**config.mk**
```make
export PLATFORM = sky130hd
export DESIGN_NAME = lc_fuse_top
export DESIGN_NICKNAME = d
export VERILOG_FILES = /design/src/verilog/lc_fuse_pkg.sv /design/src/verilog/lc_fuse_top.sv /design/src/verilog/fuse_result.sv /design/src/verilog/fuse_write_filter.sv /design/src/verilog/lc_state_transition.sv /design/src/verilog/lc_cmd_decode.sv
export VERILOG_INCLUDE_DIRS = /design/src /design/src/verilog
export SDC_FILE = /design/constraint.sdc
export NUM_CORES = 1
export LEC_CHECK = 0
export ABC_AREA = 1
export BUFFER_PORTS_ARGS = -buffer_cell sky130_fd_sc_hd__buf_4
export CAP_MARGIN = 40
export CORE_MARGIN = 5
export CORE_UTILIZATION = 59
export DETAILED_ROUTE_END_ITERATION = 10
export HOLD_SLACK_MARGIN = 0.03
export PLACE_DENSITY = 0.91
export SLEW_MARGIN = 20
export SYNTH_ARGS = -nofsm -noshare
export SYNTH_HDL_FRONTEND = slang
export SYNTH_SLANG_ARGS = --single-unit
```
**constraint.sdc**
```tcl
create_clock -name clk_i -period 4.5 [get_ports clk_i]
set_input_delay 0.675 -clock clk_i [delete_from_list [all_inputs] [get_ports clk_i]]
set_output_delay 0.675 -clock clk_i [all_outputs]
set_load 0.05 [all_outputs]
```
**src/verilog/lc_fuse_params.svh**
```systemverilog
`ifndef LC_FUSE_PARAMS_SVH
`define LC_FUSE_PARAMS_SVH

// Width of one command word
`define LC_FUSE_CMD_W 32

// Opcode field in the top bits of every command
`define LC_FUSE_OP_W 2

// Fuse partitions, the last one holds the life-cycle state
`define LC_FUSE_NUM_PART 4
`define LC_FUSE_PART_W 2

// One fuse word per partition
`define LC_FUSE_WORD_W 16

// Raw target field of a transition command
`define LC_FUSE_TGT_W 4

// All fuse words side by side
`define LC_FUSE_BCAST_W (`LC_FUSE_NUM_PART * `LC_FUSE_WORD_W)

`endif
```
**src/verilog/lc_fuse_pkg.sv**
```systemverilog
`include "lc_fuse_params.svh"

package lc_fuse_pkg;

  // Ordered life-cycle states
  // Numeric order is the only legal direction of travel
  typedef enum logic [2:0] {
    RAW           = 3'd0,
    TEST_UNLOCKED = 3'd1,
    TEST_LOCKED   = 3'd2,
    DEV           = 3'd3,
    PROD          = 3'd4,
    PROD_END      = 3'd5,
    RMA           = 3'd6,
    SCRAP         = 3'd7
  } lc_state_e;

  // Decoded opcode
  // Raw codes 0 and 3 both end up as OpIllegal
  typedef enum logic [`LC_FUSE_OP_W-1:0] {
    OpIllegal = 2'd0,
    OpWrite   = 2'd1,
    OpTrans   = 2'd2
  } lc_op_e;

  // Response codes
  typedef enum logic [2:0] {
    NoError     = 3'd0,
    AccessError = 3'd1,
    TransError  = 3'd2,
    EscError    = 3'd3,
    OpcodeError = 3'd4
  } lc_err_e;

  // Fuse write view of the command word
  typedef struct packed {
    logic [`LC_FUSE_OP_W-1:0]   opcode;
    logic [`LC_FUSE_PART_W-1:0] partition;
    logic [`LC_FUSE_CMD_W-`LC_FUSE_OP_W-`LC_FUSE_PART_W-`LC_FUSE_WORD_W-1:0] unused;
    logic [`LC_FUSE_WORD_W-1:0] data;
  } fuse_write_cmd_t;

  // Transition request view of the command word
  typedef struct packed {
    logic [`LC_FUSE_OP_W-1:0]  opcode;
    logic [`LC_FUSE_TGT_W-1:0] target;
    logic [`LC_FUSE_CMD_W-`LC_FUSE_OP_W-`LC_FUSE_TGT_W-1:0] unused;
  } lc_trans_cmd_t;

  // Opcode sits in the same bits of both views
  typedef union packed {
    fuse_write_cmd_t wr;
    lc_trans_cmd_t   trans;
  } lc_cmd_u;

  // Index of the life-cycle partition
  localparam int unsigned LC_PART_IDX = `LC_FUSE_NUM_PART - 1;

  // Last state in which each partition still takes writes
  // Entry for the life-cycle partition is never consulted
  localparam lc_state_e PART_LC_PHASE [`LC_FUSE_NUM_PART] = '{
    TEST_LOCKED,
    DEV,
    PROD,
    RAW
  };

endpackage

```
**src/verilog/lc_fuse_top.sv**
```systemverilog
`include "lc_fuse_params.svh"

module lc_fuse_top (
  input  logic                         clk_i,
  input  logic                         rst_i,
  input  logic                         cmd_valid_i,
  input  logic [`LC_FUSE_CMD_W-1:0]    cmd_i,
  input  logic                         ppd_i,
  input  logic                         escalate_i,
  input  logic                         zeroize_i,
  output logic                         rsp_valid_o,
  output lc_fuse_pkg::lc_err_e         rsp_err_o,
  output lc_fuse_pkg::lc_state_e       lc_state_o,
  output logic                         escalated_o,
  output logic [`LC_FUSE_BCAST_W-1:0]  broadcast_o
);

  // Decode to execute
  logic                         dec_valid;
  lc_fuse_pkg::lc_op_e          dec_op;
  logic [`LC_FUSE_PART_W-1:0]   dec_part;
  logic [`LC_FUSE_WORD_W-1:0]   dec_data;
  lc_fuse_pkg::lc_state_e       dec_target;

  // Life-cycle block outputs
  lc_fuse_pkg::lc_state_e       lc_state;
  logic                         escalated;
  logic                         trans_valid;
  lc_fuse_pkg::lc_err_e         trans_err;

  // Fuse block outputs
  logic                         wr_valid;
  lc_fuse_pkg::lc_err_e         wr_err;
  logic [`LC_FUSE_BCAST_W-1:0]  fuse_words;

  // Raw word enters the decode stage as the union
  lc_cmd_decode u_lc_cmd_decode (
    .clk_i        (clk_i),
    .rst_i        (rst_i),
    .cmd_valid_i  (cmd_valid_i),
    .cmd_i        (lc_fuse_pkg::lc_cmd_u'(cmd_i)),
    .dec_valid_o  (dec_valid),
    .dec_op_o     (dec_op),
    .dec_part_o   (dec_part),
    .dec_data_o   (dec_data),
    .dec_target_o (dec_target)
  );

  lc_state_transition u_lc_state_transition (
    .clk_i         (clk_i),
    .rst_i         (rst_i),
    .dec_valid_i   (dec_valid),
    .dec_op_i      (dec_op),
    .dec_target_i  (dec_target),
    .ppd_i         (ppd_i),
    .escalate_i    (escalate_i),
    .lc_state_o    (lc_state),
    .escalated_o   (escalated),
    .trans_valid_o (trans_valid),
    .trans_err_o   (trans_err)
  );

  fuse_write_filter u_fuse_write_filter (
    .clk_i        (clk_i),
    .rst_i        (rst_i),
    .dec_valid_i  (dec_valid),
    .dec_op_i     (dec_op),
    .dec_part_i   (dec_part),
    .dec_data_i   (dec_data),
    .lc_state_i   (lc_state),
    .escalated_i  (escalated),
    .wr_valid_o   (wr_valid),
    .wr_err_o     (wr_err),
    .fuse_words_o (fuse_words)
  );

  fuse_result u_fuse_result (
    .clk_i         (clk_i),
    .rst_i         (rst_i),
    .trans_valid_i (trans_valid),
    .trans_err_i   (trans_err),
    .wr_valid_i    (wr_valid),
    .wr_err_i      (wr_err),
    .fuse_words_i  (fuse_words),
    .lc_state_i    (lc_state),
    .zeroize_i     (zeroize_i),
    .rsp_valid_o   (rsp_valid_o),
    .rsp_err_o     (rsp_err_o),
    .broadcast_o   (broadcast_o)
  );

  assign lc_state_o  = lc_state;
  assign escalated_o = escalated;

endmodule

```
**src/verilog/fuse_result.sv**
```systemverilog
`include "lc_fuse_params.svh"

module fuse_result (
  input  logic                         clk_i,
  input  logic                         rst_i,
  input  logic                         trans_valid_i,
  input  lc_fuse_pkg::lc_err_e         trans_err_i,
  input  logic                         wr_valid_i,
  input  lc_fuse_pkg::lc_err_e         wr_err_i,
  input  logic [`LC_FUSE_BCAST_W-1:0]  fuse_words_i,
  input  lc_fuse_pkg::lc_state_e       lc_state_i,
  input  logic                         zeroize_i,
  output logic                         rsp_valid_o,
  output lc_fuse_pkg::lc_err_e         rsp_err_o,
  output logic [`LC_FUSE_BCAST_W-1:0]  broadcast_o
);

  logic                        any_valid;
  logic                        kill_bcast;
  lc_fuse_pkg::lc_err_e        err_d;

  logic                        rsp_valid_q;
  lc_fuse_pkg::lc_err_e        rsp_err_q;
  logic [`LC_FUSE_BCAST_W-1:0] bcast_q;

  // At most one execute block answers in a given cycle
  assign any_valid = trans_valid_i | wr_valid_i;

  // Pick the code of whichever block pulsed
  assign err_d = trans_valid_i ? trans_err_i : wr_err_i;

  // Zeroize command or a scrapped part hides every fuse word
  assign kill_bcast = zeroize_i || (lc_state_i == lc_fuse_pkg::SCRAP);

  // Response strobe and broadcast register
  always_ff @(posedge clk_i) begin
    if (rst_i) begin
      rsp_valid_q <= 1'b0;
      bcast_q     <= '0;
    end else begin
      rsp_valid_q <= any_valid;
      if (kill_bcast) begin
        bcast_q <= '0;
      end else begin
        bcast_q <= fuse_words_i;
      end
    end
  end

  // Response code follows the strobe
  always_ff @(posedge clk_i) begin
    if (any_valid) begin
      rsp_err_q <= err_d;
    end
  end

  assign rsp_valid_o = rsp_valid_q;
  assign rsp_err_o   = rsp_err_q;
  // Released words reappear one cycle after zeroize drops
  assign broadcast_o = bcast_q;

endmodule

```
**src/verilog/fuse_write_filter.sv**
```systemverilog
`include "lc_fuse_params.svh"

module fuse_write_filter (
  input  logic                         clk_i,
  input  logic                         rst_i,
  input  logic                         dec_valid_i,
  input  lc_fuse_pkg::lc_op_e          dec_op_i,
  input  logic [`LC_FUSE_PART_W-1:0]   dec_part_i,
  input  logic [`LC_FUSE_WORD_W-1:0]   dec_data_i,
  input  lc_fuse_pkg::lc_state_e       lc_state_i,
  input  logic                         escalated_i,
  output logic                         wr_valid_o,
  output lc_fuse_pkg::lc_err_e         wr_err_o,
  output logic [`LC_FUSE_BCAST_W-1:0]  fuse_words_o
);

  logic                 wr_cmd;
  logic                 wr_en;
  lc_fuse_pkg::lc_err_e err_d;

  // One word per partition, partition 0 in the low bits
  logic [`LC_FUSE_NUM_PART-1:0][`LC_FUSE_WORD_W-1:0] fuse_q;
  logic                                              wr_valid_q;
  lc_fuse_pkg::lc_err_e                              wr_err_q;

  // Only fuse writes land here
  assign wr_cmd = dec_valid_i && (dec_op_i == lc_fuse_pkg::OpWrite);

  // Write-lock filter in priority order
  always_comb begin
    wr_en = 1'b0;
    err_d = lc_fuse_pkg::NoError;
    if (escalated_i) begin
      err_d = lc_fuse_pkg::EscError;
    end else if (dec_part_i == `LC_FUSE_PART_W'(lc_fuse_pkg::LC_PART_IDX)) begin
      // Life-cycle partition changes only through transitions
      err_d = lc_fuse_pkg::AccessError;
    end else if (lc_state_i > lc_fuse_pkg::PART_LC_PHASE[dec_part_i]) begin
      // Phase of this partition has expired
      err_d = lc_fuse_pkg::AccessError;
    end else begin
      wr_en = 1'b1;
    end
  end

  // Fuse array and response strobe
  always_ff @(posedge clk_i) begin
    if (rst_i) begin
      fuse_q     <= '0;
      wr_valid_q <= 1'b0;
    end else begin
      wr_valid_q <= wr_cmd;
      // OTP bits can only be set, never cleared
      if (wr_cmd && wr_en) begin
        fuse_q[dec_part_i] <= fuse_q[dec_part_i] | dec_data_i;
      end
    end
  end

  // Response code travels with the strobe
  always_ff @(posedge clk_i) begin
    if (wr_cmd) begin
      wr_err_q <= err_d;
    end
  end

  assign wr_valid_o   = wr_valid_q;
  assign wr_err_o     = wr_err_q;
  assign fuse_words_o = fuse_q;

endmodule

```
**src/verilog/lc_state_transition.sv**
```systemverilog
module lc_state_transition (
  input  logic                   clk_i,
  input  logic                   rst_i,
  input  logic                   dec_valid_i,
  input  lc_fuse_pkg::lc_op_e    dec_op_i,
  input  lc_fuse_pkg::lc_state_e dec_target_i,
  input  logic                   ppd_i,
  input  logic                   escalate_i,
  output lc_fuse_pkg::lc_state_e lc_state_o,
  output logic                   escalated_o,
  output logic                   trans_valid_o,
  output lc_fuse_pkg::lc_err_e   trans_err_o
);

  logic                   trans_cmd;
  logic                   tgt_needs_ppd;
  lc_fuse_pkg::lc_state_e state_d;
  lc_fuse_pkg::lc_err_e   err_d;

  lc_fuse_pkg::lc_state_e state_q;
  logic                   escalated_q;
  logic                   trans_valid_q;
  lc_fuse_pkg::lc_err_e   trans_err_q;

  // Everything except fuse writes is answered here
  // Illegal opcodes included so that each command gets one answer
  assign trans_cmd = dec_valid_i && (dec_op_i != lc_fuse_pkg::OpWrite);

  // Terminal states that demand physical presence
  assign tgt_needs_ppd = (dec_target_i == lc_fuse_pkg::RMA) ||
                         (dec_target_i == lc_fuse_pkg::SCRAP);

  // Transition rules in priority order
  always_comb begin
    state_d = state_q;
    err_d   = lc_fuse_pkg::NoError;
    if (escalated_q) begin
      // Sticky refusal once escalation has been seen
      err_d = lc_fuse_pkg::EscError;
    end else if (dec_op_i == lc_fuse_pkg::OpIllegal) begin
      err_d = lc_fuse_pkg::OpcodeError;
    end else if (dec_target_i <= state_q) begin
      // Rollback or same-state request
      err_d = lc_fuse_pkg::TransError;
    end else if ((state_q == lc_fuse_pkg::PROD_END) &&
                 (dec_target_i == lc_fuse_pkg::RMA)) begin
      // End of production may only go to SCRAP
      err_d = lc_fuse_pkg::TransError;
    end else if (tgt_needs_ppd && !ppd_i) begin
      err_d = lc_fuse_pkg::TransError;
    end else begin
      state_d = dec_target_i;
    end
  end

  // State, escalation flag and response strobe
  always_ff @(posedge clk_i) begin
    if (rst_i) begin
      state_q       <= lc_fuse_pkg::RAW;
      escalated_q   <= 1'b0;
      trans_valid_q <= 1'b0;
    end else begin
      // Only reset clears escalation
      escalated_q   <= escalated_q | escalate_i;
      trans_valid_q <= trans_cmd;
      if (trans_cmd) begin
        state_q <= state_d;
      end
    end
  end

  // Response code travels with the strobe
  always_ff @(posedge clk_i) begin
    if (trans_cmd) begin
      trans_err_q <= err_d;
    end
  end

  // New state is seen by the next command in its execute cycle
  assign lc_state_o    = state_q;
  assign escalated_o   = escalated_q;
  assign trans_valid_o = trans_valid_q;
  assign trans_err_o   = trans_err_q;

endmodule

```
**src/verilog/lc_cmd_decode.sv**
```systemverilog
`include "lc_fuse_params.svh"

module lc_cmd_decode (
  input  logic                         clk_i,
  input  logic                         rst_i,
  input  logic                         cmd_valid_i,
  input  lc_fuse_pkg::lc_cmd_u         cmd_i,
  output logic                         dec_valid_o,
  output lc_fuse_pkg::lc_op_e          dec_op_o,
  output logic [`LC_FUSE_PART_W-1:0]   dec_part_o,
  output logic [`LC_FUSE_WORD_W-1:0]   dec_data_o,
  output lc_fuse_pkg::lc_state_e       dec_target_o
);

  lc_fuse_pkg::lc_op_e    op_d;
  lc_fuse_pkg::lc_state_e target_d;
  logic                   target_ok;

  logic                         valid_q;
  lc_fuse_pkg::lc_op_e          op_q;
  logic [`LC_FUSE_PART_W-1:0]   part_q;
  logic [`LC_FUSE_WORD_W-1:0]   data_q;
  lc_fuse_pkg::lc_state_e       target_q;

  // Raw target must name one of the eight states
  assign target_ok = (cmd_i.trans.target <= `LC_FUSE_TGT_W'(lc_fuse_pkg::SCRAP));

  // Low target bits are enough once the range is checked
  assign target_d = lc_fuse_pkg::lc_state_e'(cmd_i.trans.target[2:0]);

  // Opcode read through the write view
  // Same bits as the transition view
  always_comb begin
    op_d = lc_fuse_pkg::OpIllegal;
    if (cmd_i.wr.opcode == lc_fuse_pkg::OpWrite) begin
      op_d = lc_fuse_pkg::OpWrite;
    end else if (cmd_i.trans.opcode == lc_fuse_pkg::OpTrans) begin
      // Out of range target turns the whole command illegal
      if (target_ok) begin
        op_d = lc_fuse_pkg::OpTrans;
      end
    end
  end

  // Strobe register
  always_ff @(posedge clk_i) begin
    if (rst_i) begin
      valid_q <= 1'b0;
    end else begin
      valid_q <= cmd_valid_i;
    end
  end

  // Decoded fields follow the strobe
  // Both views are captured, the execute stage picks by opcode
  always_ff @(posedge clk_i) begin
    if (cmd_valid_i) begin
      op_q     <= op_d;
      part_q   <= cmd_i.wr.partition;
      data_q   <= cmd_i.wr.data;
      target_q <= target_d;
    end
  end

  assign dec_valid_o  = valid_q;
  assign dec_op_o     = op_q;
  assign dec_part_o   = part_q;
  assign dec_data_o   = data_q;
  assign dec_target_o = target_q;

endmodule

```
==> run metrics, run 1 <==
status=completed; Finished Cell Area=~0.0073 mm^2; initial antenna violation count=0; most area-hungry cell type in the Yosys netlist=dfxtp_1; Max H-tree Level=4; synth cell count leaders=nor2_1 (192), nand2_1 (148), dfxtp_1 (136); worst min-delay path class=in -> reg; Max Cap Viol=0; Area after DPL=approximately 0.0067 mm^2; Final min period=~2800 ps; highest clock rate=363 MHz; GRT overflow=0; Final nets=821; critical path endpoint category=flop; Tot Pwr=3.18 mW; final worst-path cycle share=61.2%; CP max FO=32; final core occ=74.5%; CTS max path bufs=2; Worst-path clk slew=70 ps; Post-synth EDFFs=30; number of core rows=36; Leakage=3.31 nW; Syn. warnings=0; WP data arrival=3220 ps; first-pass GRT wire length=22500 um; R2R Setup Slk=1740 ps; Buffers on Ports=99; Synth cell types=24; clock latency on the worst-skew pair=540 ps; Post-CTS Hold Fix Bufs=0; share of cells above drive strength 1=18.5%; Required @ worst endpoint=roughly 5000 ps; Pwr Density=437 mW/mm^2; drt drc=0; via count=4766; Yosys top cell area share=46.1%; startpoint types=flop; Worst Skew=8.48 ps; FF+latch area=0.00362 mm^2; count leader, synth=nor2_1; Layout area overhead=23.4%; DRT antenna net count=0; clk root buf=clkbuf_8; dpl ws=1830 ps; Initial Util=~60%; ANT cells=0; Mapped Nets=726; fillers=643; top area cells in the synthesized netlist=dfxtp_1 (46%), edfxtp_1 (15%), nor2_1 (12%), nand2_1 (9.4%), inv_1 (5.2%); Synth Cell Area=0.00590 mm^2; ys async rst share=0%; CTS tree=built; setup TNS=0 ps; final hold violations=0; Clock Sinks=166; Worst-Margin Slew=approximately 650 ps; Inst Count DP=890; final setup vio count=0; area of the die=between 0.01 and 0.015 mm^2; Multi-input gate area=around 0.0018 mm^2; RSZ-0062 raised after global routing=false; drt wl/cell=15.1 um; final setup margin=1740 ps; DR iter-0 viols=516; Post-DP HPWL=9210 um; fin cells=roughly 920; syn_area_per_cell=8.65 um^2; vias in the first global route=approximately 4500; Peak VDD IR=337 uV; Via density=between 5 and 6; post-CTS resize count=0; Synth Flop Type=dfxtp_1; post-CTS setup buffers=0; gr usage total=24.5%; TritonRoute pass-1 iters=5; core footprint=0.00977 mm^2; Cells after Synth=682; type of the worst setup path=reg -> reg; final wirelength=14000 um; Die Wd=110 um; pin count of the biggest net entering global routing=65; Hold WS=305 ps; Yosys reg bits=166; max_slew headroom=56.4%; die span in y=110 um; GP Congestion=0.869; Seq/Total Area, Yosys=between 60% and 70%; I/O pin total=110; final count of pins violating max slew=0; CTS buffer count=17
==> state kept, by name, indices dropped and copies added, names as in the netlist, 3 cells and up <==
| name | cells |
|---|---|
| u_fuse_result.broadcast_o | 64 |
| u_fuse_result.rsp_err_o | 3 |
| u_fuse_write_filter.fuse_words_o | 64 |
| u_lc_cmd_decode.dec_data_o | 16 |
| u_lc_state_transition.lc_state_o | 3 |
| u_lc_state_transition.trans_err_o | 3 |
==> worst paths after layout <==
| check | start | to | cells after the start |
|---|---|---|---|
| worst max-delay path | u_lc_cmd_decode.dec_part_o[0] | u_fuse_write_filter.fuse_words_o[28] | 10 |
| worst min-delay path | cmd_i[11] | u_lc_cmd_decode.dec_data_o[11] | 1 |
| worst max register to register | u_lc_cmd_decode.dec_part_o[0] | u_fuse_write_filter.fuse_words_o[28] | 10 |
| worst min register to register | u_fuse_write_filter.fuse_words_o[48] | u_fuse_write_filter.fuse_words_o[48] | 2 |
==> layout by cell type (no fill, tap or decap) <==
| cell type | synthesis | layout |
|---|---|---|
| a21oi_1 | 20 | 20 |
| buf_4 | 0 | 101 |
| buf_6 | 6 | 1 |
| bufinv_16 | 0 | 2 |
| clkbuf_16 | 0 | 16 |
| clkbuf_8 | 0 | 1 |
| clkinv_1 | 1 | 1 |
| clkinv_4 | 0 | 2 |
| clkinv_8 | 0 | 1 |
| clkinvlp_4 | 0 | 1 |
| dfxtp_1 | 136 | 136 |
| edfxtp_1 | 30 | 30 |
| ha_1 | 6 | 6 |
| inv_1 | 81 | 81 |
| inv_2 | 3 | 3 |
| inv_4 | 0 | 1 |
| inv_6 | 0 | 5 |
| inv_8 | 0 | 3 |
| nand2_1 | 148 | 148 |
| nand2_2 | 1 | 1 |
| nand3_1 | 5 | 5 |
| nand4_1 | 3 | 3 |
| nand4_4 | 3 | 3 |
| nor2_1 | 192 | 192 |
| nor2_2 | 1 | 1 |
| nor2_4 | 2 | 2 |
| nor3_1 | 2 | 2 |
| nor3_4 | 1 | 1 |
| nor4_1 | 1 | 1 |
| o2111ai_1 | 16 | 16 |
| o21ai_0 | 3 | 3 |
| o31ai_4 | 1 | 1 |
==> area by class of cell <==
cell class,count,share of cell area (%)
sequential,166,49.8
multi-input combinational,405,24.8
timing repair buffer,102,10.6
clock buffer,17,5.69
inverter,85,4.38
clock inverter,15,2.54
tap,133,2.29
==> worst max-delay path, stage by stage, from the launching register on <==
cell and delay, ps:
edfxtp_1 500, inv_2 140, nand2_2 260, ha_1 420, a21oi_1 170, nand2_1 60
nand2_1 250, nand4_4 470, nand2_1 210, nand2_1 80, nor2_1 120
==> power breakdown <==
group / switching [mW] / internal, mW / total (mW)
clock: 0.637 / 0.816 / 1.45
sequential: 0.0176 / 1.54 / 1.56
combinational: 0.117 / 0.0512 / 0.168
==> logic make-up (layout without fill, tap and decap cells) <==
family,after synthesis,after routing,share of synthesized area [%]
and+or+nand+nor,359,359,24.6
DFF,166,166,61.4
buffers and inverters,111,219,8.06
AOI/OAI and AO/OA,40,40,4.69
adders and majority gates,6,6,1.27
==> metal layers <==
layer,part of all wire [%],vias to the layer above,GRT usage [%]
met5,0,-,0
li1,-,2297,-
met3,8.9,31,5.65
met4,1.8,0,8.64
met2,47,245,38.1
met1,42,2193,33.7
Power figures use the tool's default switching activity.
==> inputs of run 2 (changes only) <==
ABC_AREA = 0   (was 1)
CORE_UTILIZATION = 55   (was 59)
PLACE_DENSITY = 0.86   (was 0.91)
clock period = 2.75 ns   (was 4.5 ns; I/O delays follow)
==> run 2 against run 1 <==
  * Fmax up 13%
  * Sequential cell count stayed put
  * Routed wire length shrank 16%
  * Die area increased by 7.5%
  * Synthesized area is 0.89% higher
  * Cell count down 22%
==> run metrics, run 2 <==
RSZ-0062 raised after global routing=false; Yosys top cell area share=a little under half; first-pass GRT wire length=19200 um; share of cells above drive strength 1=28.1%; core footprint=0.0107 mm^2; Final nets=607; final hold violations=0; DRT antenna net count=0; WP buf/inv=2; critical path endpoint category=flop; worst min-delay path class=in -> reg; I/O pin total=110; drt wl/cell=16.3 um; ANT cells=0; die span in y=114 um; Via density=around 5.2; sequence of cells on the critical path=buf_4 -> nor2_1 -> ha_1 -> inv_1 -> a2111oi_4 -> o2111ai_4 -> mux2i_1; number of core rows=38; Initial Util=55.4%; Top delay family on crit path=compound AO/OA/AOI/OAI gates; GP Congestion=just under 0.8; Worst Hold Launch=cmd_i[10]; Post-synth EDFFs=30; Pwr Density=682 mW/mm^2; Hold EP=u_lc_cmd_decode.dec_data_o[10]; synth cell count leaders=dfxtp_1 (136), and2_1 (65), nand2b_1 (54); CP max FO=16; Synth Cell Area=0.00595 mm^2; area of the die=0.0130 mm^2; max_slew headroom=46.0%; Leakage=3.35 nW; pin count of the biggest net entering global routing=93; Worst R2R Path Depth=7; most common cell after layout, fill and taps aside=dfxtp_1; final worst-path cycle share=88.8%; via count=3695; CTS buffer count=17; Max H-tree Level=4; Required @ worst endpoint=~3100 ps; Syn. warnings=0; Reg2Reg Capture Point=u_fuse_write_filter.fuse_words_o[35]; Worst Skew=between 7 and 8 ps; Max Cap Viol=0; Clock Sinks=about 170; Tot Pwr=5.08 mW; type of the worst setup path=reg -> reg; highest-delay cell along the critical path=a2111oi_4; final setup vio count=0; highest clock rate=410 MHz; syn_area_per_cell=13.0 um^2; DR iter-0 viols=152; startpoint types=flop; drt drc=0; hold path cells=1; final wirelength=between 10000 and 15000 um; Synth Flop Type=dfxtp_1; count leader, synth=dfxtp_1; ys async rst share=0%; Layout area overhead=25.2%; initial antenna violation count=0; CTS max path bufs=2; TritonRoute pass-1 iters=4; fin cells=716; WP data arrival=2820 ps; Peak VDD IR=roughly 400 uV; setup TNS=0 ps; clk root buf=clkbuf_8; Cells after Synth=459; dpl ws=approximately 300 ps; clock latency on the worst-skew pair=between 500 and 600 ps; Mapped Nets=~500; Seq/Total Area, Yosys=approximately three fifths; most area-hungry cell type in the Yosys netlist=dfxtp_1; Die Wd=around 110 um; CP max stage delay=520 ps; gr usage total=a little under a fifth; R2R Setup Slk=~310 ps; Inst Count DP=682; most frequent cells in the layout=dfxtp_1 (136), buf_4 (105), and2_1 (65); status=completed; vias in the first global route=3940; final count of pins violating max slew=0; Final min period=2440 ps; reg2reg start=u_lc_cmd_decode.dec_part_o[1]; Worst-Margin Slew=a little over 800 ps; top area cells in the synthesized netlist=dfxtp_1 (46%), edfxtp_1 (15%), mux2i_1 (8.6%), and2_1 (6.8%), mux4_2 (6.1%); final setup margin=308 ps; GRT overflow=0; Synth cell types=33; Finished Cell Area=0.00745 mm^2; Area after DPL=0.00685 mm^2; Worst-path clk slew=60 ps; CTS tree=built; Yosys reg bits=166; Buffers on Ports=99; Post-DP HPWL=between 7000 and 8000 um
## run 2: routing by layer
layer	track usage, %	vias up	part of all wire (%)
met2	32.4	119	50
met5	0	-	0
met4	7.76	0	2.5
met1	22.3	1769	41
met3	5.44	33	6.1
li1	-	1774	-
## run 2: cell type report
cell class	instances	area (um^2)
repair buffers	108	828
fillers	755	3290
clock buffers	24	490
multi-input cells	262	2210
inverters	8	30.0
clock inverters	8	93.8
well taps	140	175
flip-flops and latches	166	3620
## run 2: where the power goes
group | leakage [nW] | switching (mW) | internal (mW) | total (mW)
Combinational | 1.67 | 0.143 | 0.109 | 0.252
Sequential | 1.39 | 0.0243 | 2.52 | 2.55
Clock | 0.291 | 0.874 | 1.41 | 2.28
## run 2: worst max path at each step
stage / from / end / slack, ps / depth (start not counted)
6_report: u_lc_cmd_decode.dec_part_o[1] / u_fuse_write_filter.fuse_words_o[35] / 310 / 7
5_1_grt: u_lc_cmd_decode.dec_part_o[1] / u_fuse_write_filter.fuse_words_o[43] / 150 / 7
4_1_cts: u_lc_cmd_decode.dec_part_o[1] / u_fuse_write_filter.fuse_words_o[35] / 290 / 7
3_5_place_dp: u_lc_cmd_decode.dec_part_o[1] / u_fuse_write_filter.fuse_words_o[43] / 300 / 7
3_3_place_gp: u_lc_cmd_decode.dec_part_o[1] / u_fuse_write_filter.fuse_words_o[35] / 370 / 7
2_1_floorplan: u_lc_cmd_decode.dec_part_o[1] / u_fuse_write_filter.fuse_words_o[21] / 310 / 9
## run 2: repair_timing
item,CTS,global route
setup buffers,0,0
resized for setup,0,0
hold endpoints to repair,2,0
hold buffers,2,0
## run 2: cells by family after synthesis
group,share of synthesized area (%)
multiplexers,15.0
adder cells (fa/ha/maj),1.26
flip-flops,60.9
buffers and inverters,2.31
AND/OR/NAND/NOR,16.3
AO/OA/AOI/OAI,4.22
## run 2: worst reg2reg max path: stages (launching register included)
cell and delay, ps:
edfxtp_1 430, buf_4 200, nor2_1 170, ha_1 170, inv_1 60, a2111oi_4 520, o2111ai_4 490, mux2i_1 250
## run 2: per-stage QoR
step                utilization (%)  hold slack [ps]
floorplan                         -              439
global placement               63.7              460
detailed placement             63.7              466
CTS                            69.4             30.5
global route                   69.4             35.4
finish                         69.4             64.7
==> inputs of run 3 (changes only) <==
CORE_UTILIZATION = 59   (was 55)
PLACE_DENSITY = 0.91   (was 0.86)
clock period = 3.01 ns   (was 2.75 ns; I/O delays follow)
==> run 3 against run 2 <==
  * Setup slack improved by 65 ps
  * Cell count decreased by 1.5%
  * Sequential share of layout area up 0.43 points
  * Clock skew fell by 2.4 ps
  * Die area fell by 6.2%
  * Critical path type unchanged
  * Via count down 2.8%
  * Critical path depth is 1 higher
  * Highest routed layer unchanged
  * Worst hold slack improved by 30 ps
  * Core utilization is 5.9 points higher
  * Final area shrank 0.87%
  * Global-route usage increased by 0.97 points
==> run metrics, run 3 (synthesis gave the netlist of run 2 again) <==
Post-DP HPWL=7520 um; final setup vio count=0; drt drc=0; Area after DPL=between 0.006 and 0.007 mm^2; clk root buf=clkbuf_8; Required @ worst endpoint=3410 ps; via count=between 3000 and 4000; RSZ-0062 raised after global routing=false; WP data arrival=roughly 3000 ps; critical path endpoint category=flop; Inst Count DP=slightly below 700; number of core rows=36; Worst-path clk slew=60 ps; Pwr Density=roughly 600 mW/mm^2; fin cells=around 710; Worst Hold Launch=cmd_i[14]; dpl ws=between 400 and 500 ps; Layout area overhead=24.1%; post-CTS setup buffers=0; Die Wd=110 um; max_slew headroom=45.3%; drt wl/cell=16.4 um; TritonRoute pass-1 iters=4; GRT overflow=0; die span in y=110 um; vias in the first global route=3972; most common cell after layout, fill and taps aside=dfxtp_1; DRT antenna net count=0; Via density=5.10; Worst R2R Path Depth=8; CTS buffer count=17; fillers=645; Leakage=3.32 nW; Final min period=2640 ps; worst min-delay path class=in -> reg; Reg2Reg Capture Point=u_fuse_write_filter.fuse_words_o[26]; final count of pins violating max slew=0; setup TNS=0 ps; final setup margin=approximately 370 ps; area of the die=0.0122 mm^2; final hold violations=0; Worst Skew=5.06 ps; reg2reg start=u_lc_cmd_decode.dec_part_o[1]; CTS tree=built; Clock Sinks=166; pin count of the biggest net entering global routing=93; Final nets=604; Initial Util=60.6%; highest clock rate=379 MHz; core footprint=0.00982 mm^2; startpoint types=flop; R2R Setup Slk=370 ps; post-CTS resize count=0; Max H-tree Level=4; Buffers on Ports=99; DR iter-0 viols=115; final worst-path cycle share=87.6%; GP Congestion=between 0.7 and 0.8; Worst-Margin Slew=810 ps; Max Cap Viol=0; type of the worst setup path=reg -> reg; clock latency on the worst-skew pair=about 530 ps; hold path cells=1; Peak VDD IR=476 uV; CTS max path bufs=2; ANT cells=0; most frequent cells in the layout=dfxtp_1 (136), buf_4 (104), and2_1 (65); share of cells above drive strength 1=27.4%; Post-CTS Hold Fix Bufs=0; Finished Cell Area=roughly 0.0074 mm^2; CP max FO=11; initial antenna violation count=0; Hold EP=u_lc_cmd_decode.dec_data_o[14]; first-pass GRT wire length=a little under 20000 um; I/O pin total=110; status=completed; gr usage total=between 10% and 20%; final wirelength=about 12000 um
[run 3: changes by cell type in the layout (fill, tap and decap cells not counted), sizes merged]
cell,delta
clkinv,-2
dlygate4sd3,-2
clkbuf,+4
clkinvlp,-1
bufinv,-1
buf,-1
inv,-1
[run 3: worst max-delay path by stage]
stage	from	endpoint	slack, ps	cells past startpoint
after floorplan	u_lc_cmd_decode.dec_part_o[1]	u_fuse_write_filter.fuse_words_o[21]	570	9
after global placement	u_lc_cmd_decode.dec_part_o[1]	u_fuse_write_filter.fuse_words_o[31]	550	8
after detailed placement	u_lc_cmd_decode.dec_part_o[1]	u_fuse_write_filter.fuse_words_o[25]	440	8
after CTS	u_lc_cmd_decode.dec_part_o[1]	u_fuse_write_filter.fuse_words_o[26]	350	8
after global routing	u_lc_cmd_decode.dec_part_o[1]	u_fuse_write_filter.fuse_words_o[26]	260	8
final	u_lc_cmd_decode.dec_part_o[1]	u_fuse_write_filter.fuse_words_o[26]	370	8
[run 3: layer usage]
layer	share of wire (%)	GRT usage [%]	up-vias	wire [um]
met1	42	22.0	1723	4880
met3	5.2	7.33	13	604
li1	-	-	1764	-
met5	0	0	-	0
met4	1.2	6.57	0	142
met2	51	35.3	92	5960
[run 3: metrics by stage]
step	util, %	hold WS, ps	power, mW
floorplan	-	439	2.52
global placement	69.6	461	2.59
detailed placement	69.6	467	2.60
CTS	75.2	67.6	4.60
global route	75.2	65.6	4.71
finish	75.2	94.9	4.56
[run 3: where the power goes]
| part | switching (mW) | leakage (nW) | internal [mW] |
|---|---|---|---|
| combinational | 0.130 | 1.66 | 0.0997 |
| clock | 0.779 | 0.275 | 1.22 |
| sequential | 0.0220 | 1.39 | 2.30 |
| total | 0.931 | 3.32 | 3.63 |
[run 3: final cells by class]
cell class	instances	area (um^2)	share of cell area [%]
inverter	8	30.0	0.407
timing repair buffer	105	801	10.8
clock inverter	3	40.0	0.542
multi-input combinational	262	2210	29.9
clock buffer	28	515	6.98
tap	133	166	2.25
sequential	166	3620	49.1
[run 3: worst max-delay path, stage by stage (launching register included)]
cell	delay, ps
edfxtp_1	440
buf_4	230
nor2_1	180
ha_1	200
inv_1	70
a2111oi_4	550
o211ai_2	370
buf_4	320
mux2i_1	140
